--- config.mk ---
export PLATFORM = sky130hd
export DESIGN_NAME = bmu_decode_stage
export DESIGN_NICKNAME = d
export VERILOG_FILES = /design/src/design/bmu_uop_pkg.sv /design/src/design/riscv_isa_pkg.sv /design/src/design/bmu_decode_if.sv /design/src/design/bmu_decode_stage.sv /design/src/design/bmu_imm_decoder.sv /design/src/design/bmu_reg_decoder.sv
export VERILOG_INCLUDE_DIRS = /design/src /design/src/design
export SDC_FILE = /design/constraint.sdc
export NUM_CORES = 1
export LEC_CHECK = 0
export ABC_AREA = 1
export BUFFER_PORTS_ARGS = -buffer_cell sky130_fd_sc_hd__buf_2
export CORE_MARGIN = 2
export CORE_UTILIZATION = 50
export CTS_CLUSTER_DIAMETER = 80
export CTS_CLUSTER_SIZE = 28
export DETAILED_ROUTE_END_ITERATION = 7
export GPL_TIMING_DRIVEN = 0
export PLACE_DENSITY = 0.69
export SYNTH_ARGS = -nofsm -noshare
export SYNTH_HDL_FRONTEND = slang
export SYNTH_HIERARCHICAL = 1
export SYNTH_SLANG_ARGS = --single-unit
export TNS_END_PERCENT = 5
--- constraint.sdc ---
create_clock -name clk_i -period 2.5 [get_ports clk_i]
set_input_delay 0.5 -clock clk_i [delete_from_list [all_inputs] [get_ports clk_i]]
set_output_delay 0.5 -clock clk_i [all_outputs]
set_load 0.02 [all_outputs]
--- src/design/bmu_defines.svh ---
`ifndef BMU_DEFINES_SVH
`define BMU_DEFINES_SVH

// Data word and register file geometry.
`define BMU_XLEN     32
`define BMU_REG_W    5
`define BMU_SHAMT_W  5

// Instruction field widths.
`define BMU_FUNCT7_W 7
`define BMU_FUNCT3_W 3
`define BMU_MAJOR_W  5

// Fixed bit positions inside the 32-bit instruction word.
`define BMU_IMM12_HI 31
`define BMU_IMM12_LO 20
`define BMU_QUAD_HI  1
`define BMU_QUAD_LO  0

// Quadrant value of every uncompressed instruction.
`define BMU_QUAD_32  2'b11

`endif

--- src/design/bmu_uop_pkg.sv ---
`default_nettype none

`include "bmu_defines.svh"

package bmu_uop_pkg;

    typedef enum logic [2:0] {
        LOGICOP,
        COUNT,
        EXTEND,
        ROTATE,
        BYTEOP,
        SHADD,
        COMPARE
    } bmu_class_t;

    typedef enum logic [4:0] {
        BSET, BCLR, BINV, BEXT,
        ANDN, ORN, XNOR,
        CLZ, CTZ, CPOP,
        SEXTB, SEXTH, ZEXTH,
        ROL, ROR,
        REV8, ORCB,
        SH1ADD, SH2ADD, SH3ADD,
        MIN, MINU, MAX, MAXU
    } bmu_opcode_t;

    typedef struct packed {
        bmu_class_t  op_class;
        bmu_opcode_t opcode;
    } bmu_uop_t;

    typedef struct packed {
        logic                  valid;
        bmu_uop_t              uop;
        logic                  illegal;
        logic [`BMU_REG_W-1:0] rs1;
        logic [`BMU_REG_W-1:0] rs2;
        logic [`BMU_REG_W-1:0] rd;
        logic                  use_rs2;
        logic [`BMU_XLEN-1:0]  immediate;
        logic                  imm_valid;
    } bmu_decode_t;

    // Recognized operation with its rs1 and rd; rs2 and immediate start cleared.
    function automatic bmu_decode_t build_uop(
        input bmu_class_t            op_class,
        input bmu_opcode_t           opcode,
        input logic [`BMU_REG_W-1:0] rs1,
        input logic [`BMU_REG_W-1:0] rd
    );
        bmu_decode_t d;
        d              = '0;
        d.valid        = 1'b1;
        d.uop.op_class = op_class;
        d.uop.opcode   = opcode;
        d.rs1          = rs1;
        d.rd           = rd;
        return d;
    endfunction

    function automatic bmu_decode_t illegal_decode();
        bmu_decode_t d;
        d         = '0;
        d.illegal = 1'b1;
        return d;
    endfunction

endpackage

`default_nettype wire

--- src/design/riscv_isa_pkg.sv ---
`default_nettype none

`include "bmu_defines.svh"

package riscv_isa_pkg;

    // R-type view; I-type shifts keep shamt in rs2.
    typedef struct packed {
        logic [`BMU_FUNCT7_W-1:0] funct7;
        logic [`BMU_REG_W-1:0]    rs2;
        logic [`BMU_REG_W-1:0]    rs1;
        logic [`BMU_FUNCT3_W-1:0] funct3;
        logic [`BMU_REG_W-1:0]    rd;
        logic [`BMU_MAJOR_W-1:0]  major;
        logic [1:0]               quadrant;
    } instr_t;

    typedef enum logic [`BMU_MAJOR_W-1:0] {
        OP_IMM = 5'b00100,
        OP     = 5'b01100
    } major_op_t;

    // One value per funct3, named after the first user.
    typedef enum logic [`BMU_FUNCT3_W-1:0] {
        F3_BSET   = 3'b001, // Also BCLR, BINV, ROL and the unary group.
        F3_SH1ADD = 3'b010,
        F3_XNOR   = 3'b100, // Also SH2ADD, MIN and ZEXTH.
        F3_BEXT   = 3'b101, // Also ROR, MINU, REV8 and ORCB.
        F3_ORN    = 3'b110, // Also SH3ADD and MAX.
        F3_ANDN   = 3'b111  // Also MAXU.
    } funct3_t;

    typedef enum logic [`BMU_FUNCT7_W-1:0] {
        F7_ZEXT   = 7'b0000100,
        F7_MINMAX = 7'b0000101,
        F7_SHADD  = 7'b0010000,
        F7_BSET   = 7'b0010100, // Also ORCB.
        F7_NEG    = 7'b0100000, // ANDN, ORN, XNOR.
        F7_BCLR   = 7'b0100100, // Also BEXT.
        F7_ROT    = 7'b0110000, // Also the unary count and sign-extend group.
        F7_BINV   = 7'b0110100  // Also REV8.
    } funct7_t;

    // Unary selector carried in the rs2 field.
    typedef enum logic [`BMU_REG_W-1:0] {
        SEL_CLZ   = 5'd0,
        SEL_CTZ   = 5'd1,
        SEL_CPOP  = 5'd2,
        SEL_SEXTB = 5'd4,
        SEL_SEXTH = 5'd5
    } unary_sel_t;

    localparam logic [11:0] IMM_REV8 = 12'b011010011000;
    localparam logic [11:0] IMM_ORCB = 12'b001010000111;

    function automatic logic [`BMU_XLEN-1:0] shamt_imm(input instr_t instr);
        return {{(`BMU_XLEN - `BMU_SHAMT_W){1'b0}}, instr.rs2[`BMU_SHAMT_W-1:0]};
    endfunction

endpackage

`default_nettype wire

--- src/design/bmu_decode_if.sv ---
`timescale 1ns/1ns
`default_nettype none

// One decoder result, combinational on the current instruction.
interface bmu_decode_if;
    import bmu_uop_pkg::*;

    bmu_decode_t result;

    modport decoder (
        output result
    );

    modport stage (
        input result
    );

endinterface

`default_nettype wire

--- src/design/bmu_decode_stage.sv ---
`timescale 1ns/1ns
`default_nettype none

`include "bmu_defines.svh"

module bmu_decode_stage (
    input  logic                   clk_i,
    input  logic                   reset_i,

    input  logic                   instr_valid_i,
    input  riscv_isa_pkg::instr_t  instr_i,

    output logic                   unit_valid_o,
    output logic                   exception_o,
    output bmu_uop_pkg::bmu_uop_t  uop_o,
    output logic [`BMU_REG_W-1:0]  rs1_o,
    output logic [`BMU_REG_W-1:0]  rs2_o,
    output logic [`BMU_REG_W-1:0]  rd_o,
    output logic                   use_rs2_o,
    output logic                   imm_valid_o,
    output logic [`BMU_XLEN-1:0]   immediate_o
);
    import riscv_isa_pkg::*;
    import bmu_uop_pkg::*;

    bmu_decode_if imm_if ();
    bmu_decode_if reg_if ();

    bmu_imm_decoder u_imm_decoder (
        .instr_i (instr_i),
        .dec     (imm_if.decoder)
    );

    bmu_reg_decoder u_reg_decoder (
        .instr_i (instr_i),
        .dec     (reg_if.decoder)
    );

    bmu_decode_t sel;
    bmu_decode_t dec_q;

    always_comb begin
        case (instr_i.major)
            OP_IMM:  sel = imm_if.result;
            OP:      sel = reg_if.result;
            default: sel = illegal_decode();
        endcase

        // Compressed encodings never reach this unit.
        if (instr_i[`BMU_QUAD_HI:`BMU_QUAD_LO] != `BMU_QUAD_32) begin
            sel = illegal_decode();
        end
    end

    always_ff @(posedge clk_i) begin
        if (reset_i) begin
            dec_q <= '0;
        end else if (instr_valid_i) begin
            dec_q <= sel;
        end else begin
            dec_q.valid   <= 1'b0; // Payload holds, flags drop.
            dec_q.illegal <= 1'b0;
        end
    end

    assign unit_valid_o = dec_q.valid;
    assign exception_o  = dec_q.illegal;
    assign uop_o        = dec_q.uop;
    assign rs1_o        = dec_q.rs1;
    assign rs2_o        = dec_q.rs2;
    assign rd_o         = dec_q.rd;
    assign use_rs2_o    = dec_q.use_rs2;
    assign imm_valid_o  = dec_q.imm_valid;
    assign immediate_o  = dec_q.immediate;

    // Both decoders and the major/quadrant check must agree on exclusivity.
    a_valid_xor_exc: assert property (
        @(posedge clk_i) disable iff (reset_i) !(unit_valid_o && exception_o)
    ) else $error("unit_valid_o and exception_o high together");

endmodule

`default_nettype wire

--- src/design/bmu_imm_decoder.sv ---
`timescale 1ns/1ns
`default_nettype none

`include "bmu_defines.svh"

module bmu_imm_decoder (
    input riscv_isa_pkg::instr_t instr_i,
    bmu_decode_if.decoder        dec
);
    import riscv_isa_pkg::*;
    import bmu_uop_pkg::*;

    bmu_decode_t res;
    logic        illegal;
    logic        shamt_op; // Shift amount sits in the rs2 field.
    logic [`BMU_IMM12_HI-`BMU_IMM12_LO:0] imm12;

    assign imm12 = instr_i[`BMU_IMM12_HI:`BMU_IMM12_LO];

    always_comb begin
        res      = '0;
        illegal  = 1'b0;
        shamt_op = 1'b0;

        case (instr_i.funct3)
            F3_BSET: begin
                case (instr_i.funct7)
                    F7_BSET: begin
                        res      = build_uop(LOGICOP, BSET, instr_i.rs1, instr_i.rd);
                        shamt_op = 1'b1;
                    end
                    F7_BCLR: begin
                        res      = build_uop(LOGICOP, BCLR, instr_i.rs1, instr_i.rd);
                        shamt_op = 1'b1;
                    end
                    F7_BINV: begin
                        res      = build_uop(LOGICOP, BINV, instr_i.rs1, instr_i.rd);
                        shamt_op = 1'b1;
                    end
                    F7_ROT: begin
                        // The rs2 field picks the unary operation.
                        case (instr_i.rs2)
                            SEL_CLZ:   res = build_uop(COUNT, CLZ, instr_i.rs1, instr_i.rd);
                            SEL_CTZ:   res = build_uop(COUNT, CTZ, instr_i.rs1, instr_i.rd);
                            SEL_CPOP:  res = build_uop(COUNT, CPOP, instr_i.rs1, instr_i.rd);
                            SEL_SEXTB: res = build_uop(EXTEND, SEXTB, instr_i.rs1, instr_i.rd);
                            SEL_SEXTH: res = build_uop(EXTEND, SEXTH, instr_i.rs1, instr_i.rd);
                            default:   illegal = 1'b1;
                        endcase
                    end
                    default: illegal = 1'b1;
                endcase
            end

            F3_BEXT: begin
                case (instr_i.funct7)
                    F7_BCLR: begin
                        res      = build_uop(LOGICOP, BEXT, instr_i.rs1, instr_i.rd);
                        shamt_op = 1'b1;
                    end
                    F7_ROT: begin
                        res      = build_uop(ROTATE, ROR, instr_i.rs1, instr_i.rd);
                        shamt_op = 1'b1;
                    end
                    F7_BINV: begin
                        if (imm12 == IMM_REV8) begin
                            res = build_uop(BYTEOP, REV8, instr_i.rs1, instr_i.rd);
                        end else begin
                            illegal = 1'b1;
                        end
                    end
                    F7_BSET: begin
                        if (imm12 == IMM_ORCB) begin
                            res = build_uop(BYTEOP, ORCB, instr_i.rs1, instr_i.rd);
                        end else begin
                            illegal = 1'b1;
                        end
                    end
                    default: illegal = 1'b1;
                endcase
            end

            default: illegal = 1'b1; // Base ALU immediates live elsewhere.
        endcase

        if (shamt_op) begin
            res.immediate = shamt_imm(instr_i);
            res.imm_valid = 1'b1;
        end
    end

    assign dec.result = illegal ? illegal_decode() : res;

    // An immediate is only ever offered with a recognized operation.
    a_imm_legal: assert final (!(res.imm_valid && illegal))
        else $error("imm decoder flagged an immediate on an illegal instruction");

endmodule

`default_nettype wire

--- src/design/bmu_reg_decoder.sv ---
`timescale 1ns/1ns
`default_nettype none

`include "bmu_defines.svh"

module bmu_reg_decoder (
    input riscv_isa_pkg::instr_t instr_i,
    bmu_decode_if.decoder        dec
);
    import riscv_isa_pkg::*;
    import bmu_uop_pkg::*;

    bmu_decode_t res;
    logic        illegal;
    logic        unary; // Single-source form, rs2 is not read.

    always_comb begin
        res     = '0;
        illegal = 1'b0;
        unary   = 1'b0;

        case (instr_i.funct3)
            F3_BSET: begin
                case (instr_i.funct7)
                    F7_BSET: res = build_uop(LOGICOP, BSET, instr_i.rs1, instr_i.rd);
                    F7_BCLR: res = build_uop(LOGICOP, BCLR, instr_i.rs1, instr_i.rd);
                    F7_BINV: res = build_uop(LOGICOP, BINV, instr_i.rs1, instr_i.rd);
                    F7_ROT:  res = build_uop(ROTATE, ROL, instr_i.rs1, instr_i.rd);
                    default: illegal = 1'b1;
                endcase
            end

            F3_SH1ADD: begin
                if (instr_i.funct7 == F7_SHADD) begin
                    res = build_uop(SHADD, SH1ADD, instr_i.rs1, instr_i.rd);
                end else begin
                    illegal = 1'b1;
                end
            end

            F3_XNOR: begin
                case (instr_i.funct7)
                    F7_SHADD:  res = build_uop(SHADD, SH2ADD, instr_i.rs1, instr_i.rd);
                    F7_MINMAX: res = build_uop(COMPARE, MIN, instr_i.rs1, instr_i.rd);
                    F7_NEG:    res = build_uop(LOGICOP, XNOR, instr_i.rs1, instr_i.rd);
                    F7_ZEXT: begin
                        if (instr_i.rs2 == '0) begin
                            res   = build_uop(EXTEND, ZEXTH, instr_i.rs1, instr_i.rd);
                            unary = 1'b1;
                        end else begin
                            illegal = 1'b1; // PACK is not part of this unit.
                        end
                    end
                    default: illegal = 1'b1;
                endcase
            end

            F3_BEXT: begin
                case (instr_i.funct7)
                    F7_MINMAX: res = build_uop(COMPARE, MINU, instr_i.rs1, instr_i.rd);
                    F7_BCLR:   res = build_uop(LOGICOP, BEXT, instr_i.rs1, instr_i.rd);
                    F7_ROT:    res = build_uop(ROTATE, ROR, instr_i.rs1, instr_i.rd);
                    default:   illegal = 1'b1;
                endcase
            end

            F3_ORN: begin
                case (instr_i.funct7)
                    F7_SHADD:  res = build_uop(SHADD, SH3ADD, instr_i.rs1, instr_i.rd);
                    F7_MINMAX: res = build_uop(COMPARE, MAX, instr_i.rs1, instr_i.rd);
                    F7_NEG:    res = build_uop(LOGICOP, ORN, instr_i.rs1, instr_i.rd);
                    default:   illegal = 1'b1;
                endcase
            end

            F3_ANDN: begin
                case (instr_i.funct7)
                    F7_NEG:    res = build_uop(LOGICOP, ANDN, instr_i.rs1, instr_i.rd);
                    F7_MINMAX: res = build_uop(COMPARE, MAXU, instr_i.rs1, instr_i.rd);
                    default:   illegal = 1'b1;
                endcase
            end

            default: illegal = 1'b1;
        endcase

        if (!unary) begin
            res.rs2     = instr_i.rs2;
            res.use_rs2 = 1'b1;
        end
    end

    assign dec.result = illegal ? illegal_decode() : res;

    // Register forms never carry an immediate to the stage.
    a_reg_no_imm: assert final (!dec.result.imm_valid)
        else $error("reg decoder offered an immediate");

endmodule

`default_nettype wire

After elaboration in Yosys (flattened, before gate mapping):

Cells that the tools add are included.

* reduce and logical (&&, ||, !) cells: 10
* equal/unequal tests: 23
* muxes and demuxes: 41
* bitwise logic cells: 1

Operator list (number)
* $pmux 59 s4: 4
* $mux 59: 6
* $pmux 59 s2: 3
* $pmux 59 s3: 2
* $pmux 59 s6: 1
* $pmux 59 s5: 1
* $mux 58: 1
* $mux 33: 1
* $eq 7x6->1 const B: 4
* $eq 5x3->1 const B: 3
* $mux 1: 15
* $eq 7x3->1 const B: 2
* $eq 7x5->1 const B: 2
* $eq 12x10->1 const B: 1
* $eq 12x11->1 const B: 1
* $eq 3x3->1 const B: 4
* $reduce_or 3->1: 4
* $pmux 1 s2: 4
* $pmux 1 s6: 1
* $reduce_or 2->1: 3
* $eq 5x1->1 const B: 1
* $eq 5x2->1 const B: 1
* $eq 5x4->1 const B: 1
* $logic_not 5->1: 1
* 8 further kinds: 8

* word-level logic and storage cells: 85
* output and inout port bits: 59
* register bits after elaboration: 59
* bits of input ports: 35

Depth between registers and ports, before layout:

Gate-level depths: netlist of run 1.

* depth in word-level cells: 8
* mapped depth: 15
* mapped depth without buffers: 14

By module:

Netlist of run 1, hierarchy kept.

Modules (own cells, without submodules)
* bmu_decode_stage: seq. area each 1181.1 um^2, area each 3253.1 um^2, times used 1, cells an instance 476
* bmu_reg_decoder: seq. area each 0.0 um^2, area each 904.6 um^2, times used 1, cells an instance 163
* bmu_imm_decoder: seq. area each 0.0 um^2, area each 877.1 um^2, times used 1, cells an instance 168

Least setup slack after synthesis of run 1:

No wires, ideal clock.

* path type: in2reg
* start: input port instr_i[28] in the netlist's numbering
* end: register dec_q (netlist bit rs2_o[4])
* buffers on the path: 1
* arrival time: 1800 ps
* setup time: 70 ps
* data required time: 2430 ps
* stages on the path: 14
* path slack: 629 ps
* cell sequence: inv_1 > nand2_1 > nor2_4 > nand2_1 > nand3_1 > nor2_1 > nor2_4 > nand3_4 > buf_12 > nor2_2 > nand4_1 > nand2_1 > nand2_1 > a21oi_1

RTL lines
* from (decl): line bmu_decode_stage.sv:11 `input riscv_isa_pkg::instr_t instr_i,`
* to (signal assigned): line bmu_decode_stage.sv:59 `dec_q <= sel;`
* to (decl): line bmu_decode_stage.sv:40 `bmu_decode_t dec_q;`

==> results.py, run 1 <==
metrics = {
    "status": {
        "status": "completed",
    },
    "critical_path": {
        "ff2ff_path_depth": 2,
        "worstReg2RegStart": "rs1_o[4]",
        "regToRegSetupSlack_ns": 1.87,
        "crit_required_ns": 2.78,
        "critPathLaunchType": "input pin",
        "critPathArrivalTime_ns": 2.30,
        "r2r_end": "rs1_o[4]",
        "setup.worst_path.class": "input pin to flop",
        "crit_path_end_kind": "flop",
        "path_max_fanout": 10,
    },
    "floorplan": {
        "io_pins": 94,
        "rows": 36,
        "die_y_um": 104.3,
        "die_area_um2": 10890,
        "initial_core_util_pct": 51.51,
        "die_w_um": 104.3,
        "core_um2": 9774,
    },
    "global_route": {
        "grt_pass1_wl_mm": 23.19,
        "grt_usage_pct": 25.81,
        "gr-total-overflow": 0,
        "grt_max_degree": 12,
        "antenna_found_initial": 0,
        "grt_pass1_vias": 4986,
    },
    "power": {
        "power_frac_clock_pct": 44.2,
        "combPwrFrac_pct": 18.7,
        "intPower_mw": 1.811,
        "switchingPower_uw": 725.9,
        "p_leak_nw": 3.236,
        "power_density_nw_per_um2": 412.5,
        "p_total_mw": 2.537,
        "seq_power_share_pct": 37.2,
        "sw_frac_of_total_pct": 28.61,
        "ir_drop_v": 0.0003214,
    },
    "cts": {
        "cts.sinks": 59,
        "clk_path_buf_depth": 2,
        "cts_root_buf": "clkbuf_8",
        "cts_tree": "built",
        "clock_latency_ns": 0.34,
        "path_clk_slew_ns": 0.08,
        "post_cts_resized": 0,
        "cts_buffers": 9,
        "post_cts.repair.setup_buffers": 0,
        "cts_hold_buffers": 0,
        "ctsHtreeMaxLevel": 3,
    },
    "placement": {
        "portBuffers": 92,
        "dp.cells": 1096,
        "post-place-ws_ns": 0.1678,
        "gp_congestion": 0.9782,
        "place_hpwl_mm": 10.78,
    },
    "final_layout": {
        "areaGrowthSynthToFinish_pct": 22.17,
        "fin_nets": 1009,
        "num-fill-cells": 937,
        "final_layout_size_suffix_gt1_share_pct": 26.56,
        "antenna_cells": 0,
        "stdcell_count": 1112,
    },
    "synth": {
        "yosys.area_share.simple_pct": 45.18,
        "yosysTopAreaCellShare_pct": 23.46,
        "synthXorXnorAreaFrac_pct": 0,
        "ys_seq_area_share_pct": 23.46,
        "synth_top_family_by_area": "simple AND/OR/NAND/NOR gates",
        "ys_warn_count": 6,
        "ys_seq_elements": 59,
        "yosys.area_share.adder_pct": 0,
        "synth.avg_cell_area_um2": 6.239,
        "synth_area_leaders": "dfxtp_1, nand2_1, nand4_1",
        "muxShareOfSynthArea_pct": 0,
        "yosysTopAreaCell": "dfxtp_1",
        "synth.distinct_cells": 33,
        "synth_cells": 807,
        "syn_area_um2": 5035,
        "synth_compound_gate_area_share_pct": 8.499,
    },
    "timing": {
        "period_share_pct": 81.02,
        "skew_ns": 0,
        "rsz0062_at_grt": "no",
        "fin_crit_ns": 2.026,
        "slew_headroom_pct": 56.64,
        "setup_viol": 0,
        "max_freq_ghz": 0.4937,
        "final_hold_viol_count": 0,
        "timing_worst_slew_pin_value_ns": 0.6422,
        "worst_slack_ns": 0.4744,
        "tns_ns": 0,
        "maxSlewViolCount": 0,
        "hold_ws_ns": 0.4292,
    },
    "min_path": {
        "hold_start": "instr_i[0]",
        "hold_path_class": "input pin to flop",
        "whs_path_depth": 3,
        "hold_end": "unit_valid_o",
    },
    "routing": {
        "dr_total_vias": 5621,
        "route.detailed.drc": 0,
        "wirelength_mm": 14.19,
        "final_antenna_net_count": 0,
        "dr.pass1.iters": 6,
        "first_iter_violations": 279,
        "wire_per_inst_um": 12.76,
        "vias_per_cell": 5.055,
    },
    "flow_run": {
        "maxCapViolations": 0,
    },
}
cell families (layout without fill, tap and decap cells):
kind of cell    after synthesis  count (layout)
simple gates                468             468
buf+inv                     196             304
compound gates               82              82
flops                        59              59
other cells                   2              66
metrics by stage:
| stage | instance area (um^2) | utilization [%] |
|---|---|---|
| floorplan | 5275 | - |
| global placement | 5902 | 60.38 |
| detailed placement | 5902 | 60.38 |
| CTS | 6151 | 62.93 |
| global route | 6151 | 62.93 |
| finish | 6151 | 62.93 |
registers in the layout, indices dropped and copies added (netlist names):
signal / flops
use_rs2_o: 1
rd_o: 5
exception_o: 1
rs2_o: 5
unit_valid_o: 1
imm_valid_o: 1
uop_o: 8
immediate_o: 32
rs1_o: 5
cells in the final DEF, fill, tap and decap left out, types with 2 or more instances in the layout:
| cell | synthesis | layout |
|---|---|---|
| a21oi_1 | 64 | 64 |
| a31oi_1 | 3 | 3 |
| buf_1 | 9 | 9 |
| buf_2 | 20 | 112 |
| buf_4 | 73 | 73 |
| buf_6 | 12 | 12 |
| bufinv_16 | 0 | 3 |
| clkbuf_1 | 10 | 10 |
| clkbuf_8 | 0 | 10 |
| conb_1 | 2 | 66 |
| dfxtp_1 | 59 | 59 |
| inv_1 | 61 | 61 |
| inv_2 | 9 | 9 |
| nand2_1 | 241 | 241 |
| nand2_2 | 3 | 3 |
| nand3_1 | 20 | 20 |
| nand3_2 | 2 | 2 |
| nand4_1 | 120 | 120 |
| nor2_1 | 46 | 46 |
| nor2_2 | 16 | 16 |
| nor2_4 | 12 | 12 |
| nor3_1 | 4 | 4 |
| o21ai_0 | 9 | 9 |
layout make-up:
type	count	area, um^2	share of cell area, %
buffer	125	874.6	14.22
clock inverter	6	111.4	1.810
inverter	71	269.0	4.373
sequential	59	1181	19.20
timing repair buffer	92	460.4	7.486
clock buffer	10	137.6	2.238
multi-input combinational	616	2950	47.97
tap	133	166.4	2.705
layer usage:
layer	global-route usage, %	vias to the layer above	routed length [um]
met5	0	-	0
met4	8.012	0	241
met3	4.135	24	939
met2	42.06	190	6568
met1	34.88	2535	6436
li1	-	2872	-
worst max-delay path by stage:
stage	startpoint	slack, ns	cells after the start	to
3_5_place_dp	instr_i[26]	0.17	15	rs2_o[3]
4_1_cts	instr_i[26]	0.53	15	rs2_o[3]
5_1_grt	instr_i[29]	0.27	15	rs2_o[4]
2_1_floorplan	instr_i[28]	0.63	14	rs2_o[4]
3_3_place_gp	instr_i[29]	0.20	15	rs2_o[4]
6_report	instr_i[29]	0.47	15	rs2_o[3]
Yosys cell counts, drive strengths merged:
| cell type | count |
|---|---|
| nand2 | 245 |
| nand4 | 120 |
| buf | 115 |
| nor2 | 74 |
| inv | 71 |
| a21oi | 64 |
| dfxtp | 59 |
| nand3 | 23 |
| clkbuf | 10 |
| o21ai | 10 |
| nor3 | 5 |
| a31oi | 3 |
| conb | 2 |
| a22oi | 1 |
| nand3b | 1 |
| o2111ai | 1 |
| o211ai | 1 |
| o22ai | 1 |
| o311ai | 1 |
power by group through the flow:
stage / sequential (mW) / clock, mW / combinational (mW)
finish: 0.943 / 1.12 / 0.473
global route: 0.943 / 1.19 / 0.520
CTS: 0.943 / 1.14 / 0.461
detailed placement: 0.965 / 0 / 0.460
global placement: 0.964 / 0 / 0.451
floorplan: 0.968 / 0 / 0.338
worst max-delay path, stage by stage:
cell     delay, ns
buf_2         0.14
inv_1         0.07
nand2_1       0.06
nor2_1        0.08
nand2_1       0.19
nand3_1       0.21
nor2_1        0.09
nor2_4        0.11
nand3_4       0.16
buf_12        0.20
nor2_2        0.10
nand4_1       0.13
nand2_1       0.08
nand2_1       0.06
a21oi_1       0.11
No activity file was read; power rests on OpenSTA's default activity.
==> inputs of run 2 (changes only) <==
==> constraint.sdc (replaced) <==
create_clock -name clk_i -period 2.04 [get_ports clk_i]
set_input_delay 0.408 -clock clk_i [delete_from_list [all_inputs] [get_ports clk_i]]
set_output_delay 0.408 -clock clk_i [all_outputs]
set_load 0.02 [all_outputs]
==> run 2 against run 1 <==
Effect of this change:
- via count grew 0.36%
- critical path depth is the same
- hold slack lost 0.092 ns
- sequential cell count is the same
- critical path type unchanged
- largest cell class unchanged
==> results.py, run 2 (synthesis gave the netlist of run 1 again) <==
metrics = {
    "status": {
        "status": "completed",
    },
    "routing": {
        "first_iter_violations": 280,
        "dr.pass1.iters": 5,
        "final_antenna_net_count": 0,
        "wire_per_inst_um": 12.70,
        "wirelength_mm": 14.16,
        "dr_total_vias": 5641,
        "vias_per_cell": 5.059,
        "route.detailed.drc": 0,
    },
    "critical_path": {
        "crit_required_ns": 2.31,
        "ff2ff_path_depth": 2,
        "critPathArrivalTime_ns": 2.12,
        "crit_path_end_kind": "flop",
        "path_max_fanout": 8,
        "setup.worst_path.class": "input pin to flop",
        "critPathLaunchType": "input pin",
    },
    "global_route": {
        "grt_usage_pct": 25.81,
        "grt_pass1_vias": 4986,
        "grt_max_degree": 12,
        "grt_pass1_wl_mm": 23.19,
        "gr-total-overflow": 0,
        "antenna_found_initial": 0,
    },
    "timing": {
        "period_share_pct": 90.63,
        "tns_ns": 0,
        "setup_viol": 0,
        "fin_crit_ns": 1.849,
        "skew_ns": 0,
        "worst_slack_ns": 0.1912,
        "timing_worst_slew_pin_value_ns": 0.6550,
        "final_hold_viol_count": 0,
        "maxSlewViolCount": 0,
        "rsz0062_at_grt": "no",
        "slew_headroom_pct": 55.78,
        "max_freq_ghz": 0.5409,
    },
    "flow_run": {
        "maxCapViolations": 0,
    },
    "cts": {
        "path_clk_slew_ns": 0.08,
        "cts_tree": "built",
        "cts_root_buf": "clkbuf_8",
        "cts_buffers": 9,
        "ctsHtreeMaxLevel": 3,
        "clock_latency_ns": 0.34,
        "cts.sinks": 59,
        "clk_path_buf_depth": 2,
    },
    "floorplan": {
        "die_area_um2": 10890,
        "core_um2": 9774,
        "io_pins": 94,
        "rows": 36,
        "die_y_um": 104.3,
        "initial_core_util_pct": 51.51,
        "die_w_um": 104.3,
    },
    "placement": {
        "dp.cells": 1096,
        "gp_congestion": 0.9782,
        "placed_area_um2": 5902,
        "place_hpwl_mm": 10.78,
        "post-place-ws_ns": -0.2003,
        "portBuffers": 92,
    },
    "min_path": {
        "whs_path_depth": 3,
        "hold_path_class": "input pin to flop",
    },
    "power": {
        "p_leak_nw": 3.259,
        "intPower_mw": 2.227,
        "power_density_nw_per_um2": 504.4,
        "sw_frac_of_total_pct": 28.64,
        "power_frac_clock_pct": 44.1,
        "ir_drop_v": 0.0003936,
        "combPwrFrac_pct": 18.9,
        "seq_power_share_pct": 37.0,
        "switchingPower_uw": 893.9,
    },
    "final_layout": {
        "final_layout_size_suffix_gt1_share_pct": 27.29,
        "post-route-cell-area_um2": 6188,
        "antenna_cells": 0,
        "fin_nets": 1012,
        "layout_common_cells": "nand2_1, nand4_1, buf_2",
        "num-fill-cells": 937,
        "final_common_cell": "nand2_1",
        "stdcell_count": 1115,
        "largest_reg_flops": 32,
        "areaGrowthSynthToFinish_pct": 22.91,
    },
}
[run 2: area by class of cell]
cell class | count | area (um^2) | area share, %
Buffer | 125 | 874.6 | 14.13
Timing Repair Buffer | 95 | 483.0 | 7.804
Inverter | 71 | 269.0 | 4.347
Clock inverter | 6 | 111.4 | 1.799
Clock buffer | 10 | 137.6 | 2.224
Tap cell | 133 | 166.4 | 2.689
Multi-Input combinational cell | 616 | 2965 | 47.92
Sequential cell | 59 | 1181 | 19.09
[run 2: layer usage]
layer	part of all wire, %	track usage [%]	up-vias
met2	47	42.06	191
met5	0	0	-
met1	46	34.88	2546
met4	1.6	8.012	0
li1	-	-	2881
met3	5.6	4.135	23
[run 2: timing repair]
action,4_1_cts,5_1_grt
buffers inserted,0,3
endpoints found under the setup margin,0,8
resized for setup,0,5
hold buffers,0,0
[run 2: per-stage QoR]
stage               power (mW)  hold slack (ns)  util [%]
floorplan                1.601           0.5311         -
global placement         1.735           0.4496     60.38
detailed placement       1.745           0.4522     60.38
CTS                      3.116           0.3179     62.93
global route             3.261           0.3201     63.31
finish                   3.121           0.3372     63.31
[run 2: worst max-delay path, stage by stage]
cell	delay [ns]
buf_2	0.14
inv_1	0.08
nand2_1	0.08
nor2_1	0.14
nand2_2	0.15
nand3_1	0.13
nand2_2	0.07
nor2_4	0.13
nand3_4	0.13
buf_4	0.18
nor2_1	0.09
nand4_1	0.10
nand2_1	0.09
nand2_1	0.06
a21oi_1	0.14
[run 2: power groups by stage]
stage / combinational [mW] / sequential [mW] / clock [mW]
after floorplan: 0.415 / 1.19 / 0
after global placement: 0.553 / 1.18 / 0
after detailed placement: 0.563 / 1.18 / 0
after CTS: 0.565 / 1.16 / 1.40
after global routing: 0.648 / 1.16 / 1.46
final: 0.591 / 1.16 / 1.38
[run 2: path summary, 6_finish.rpt]
path               startpoint           end  slack [ns]
setup / recovery  instr_i[29]     use_rs2_o        0.19
hold reg to reg       rd_o[1]       rd_o[1]        0.46
setup reg to reg     uop_o[1]      uop_o[1]        1.40
hold / removal     instr_i[0]  unit_valid_o        0.34
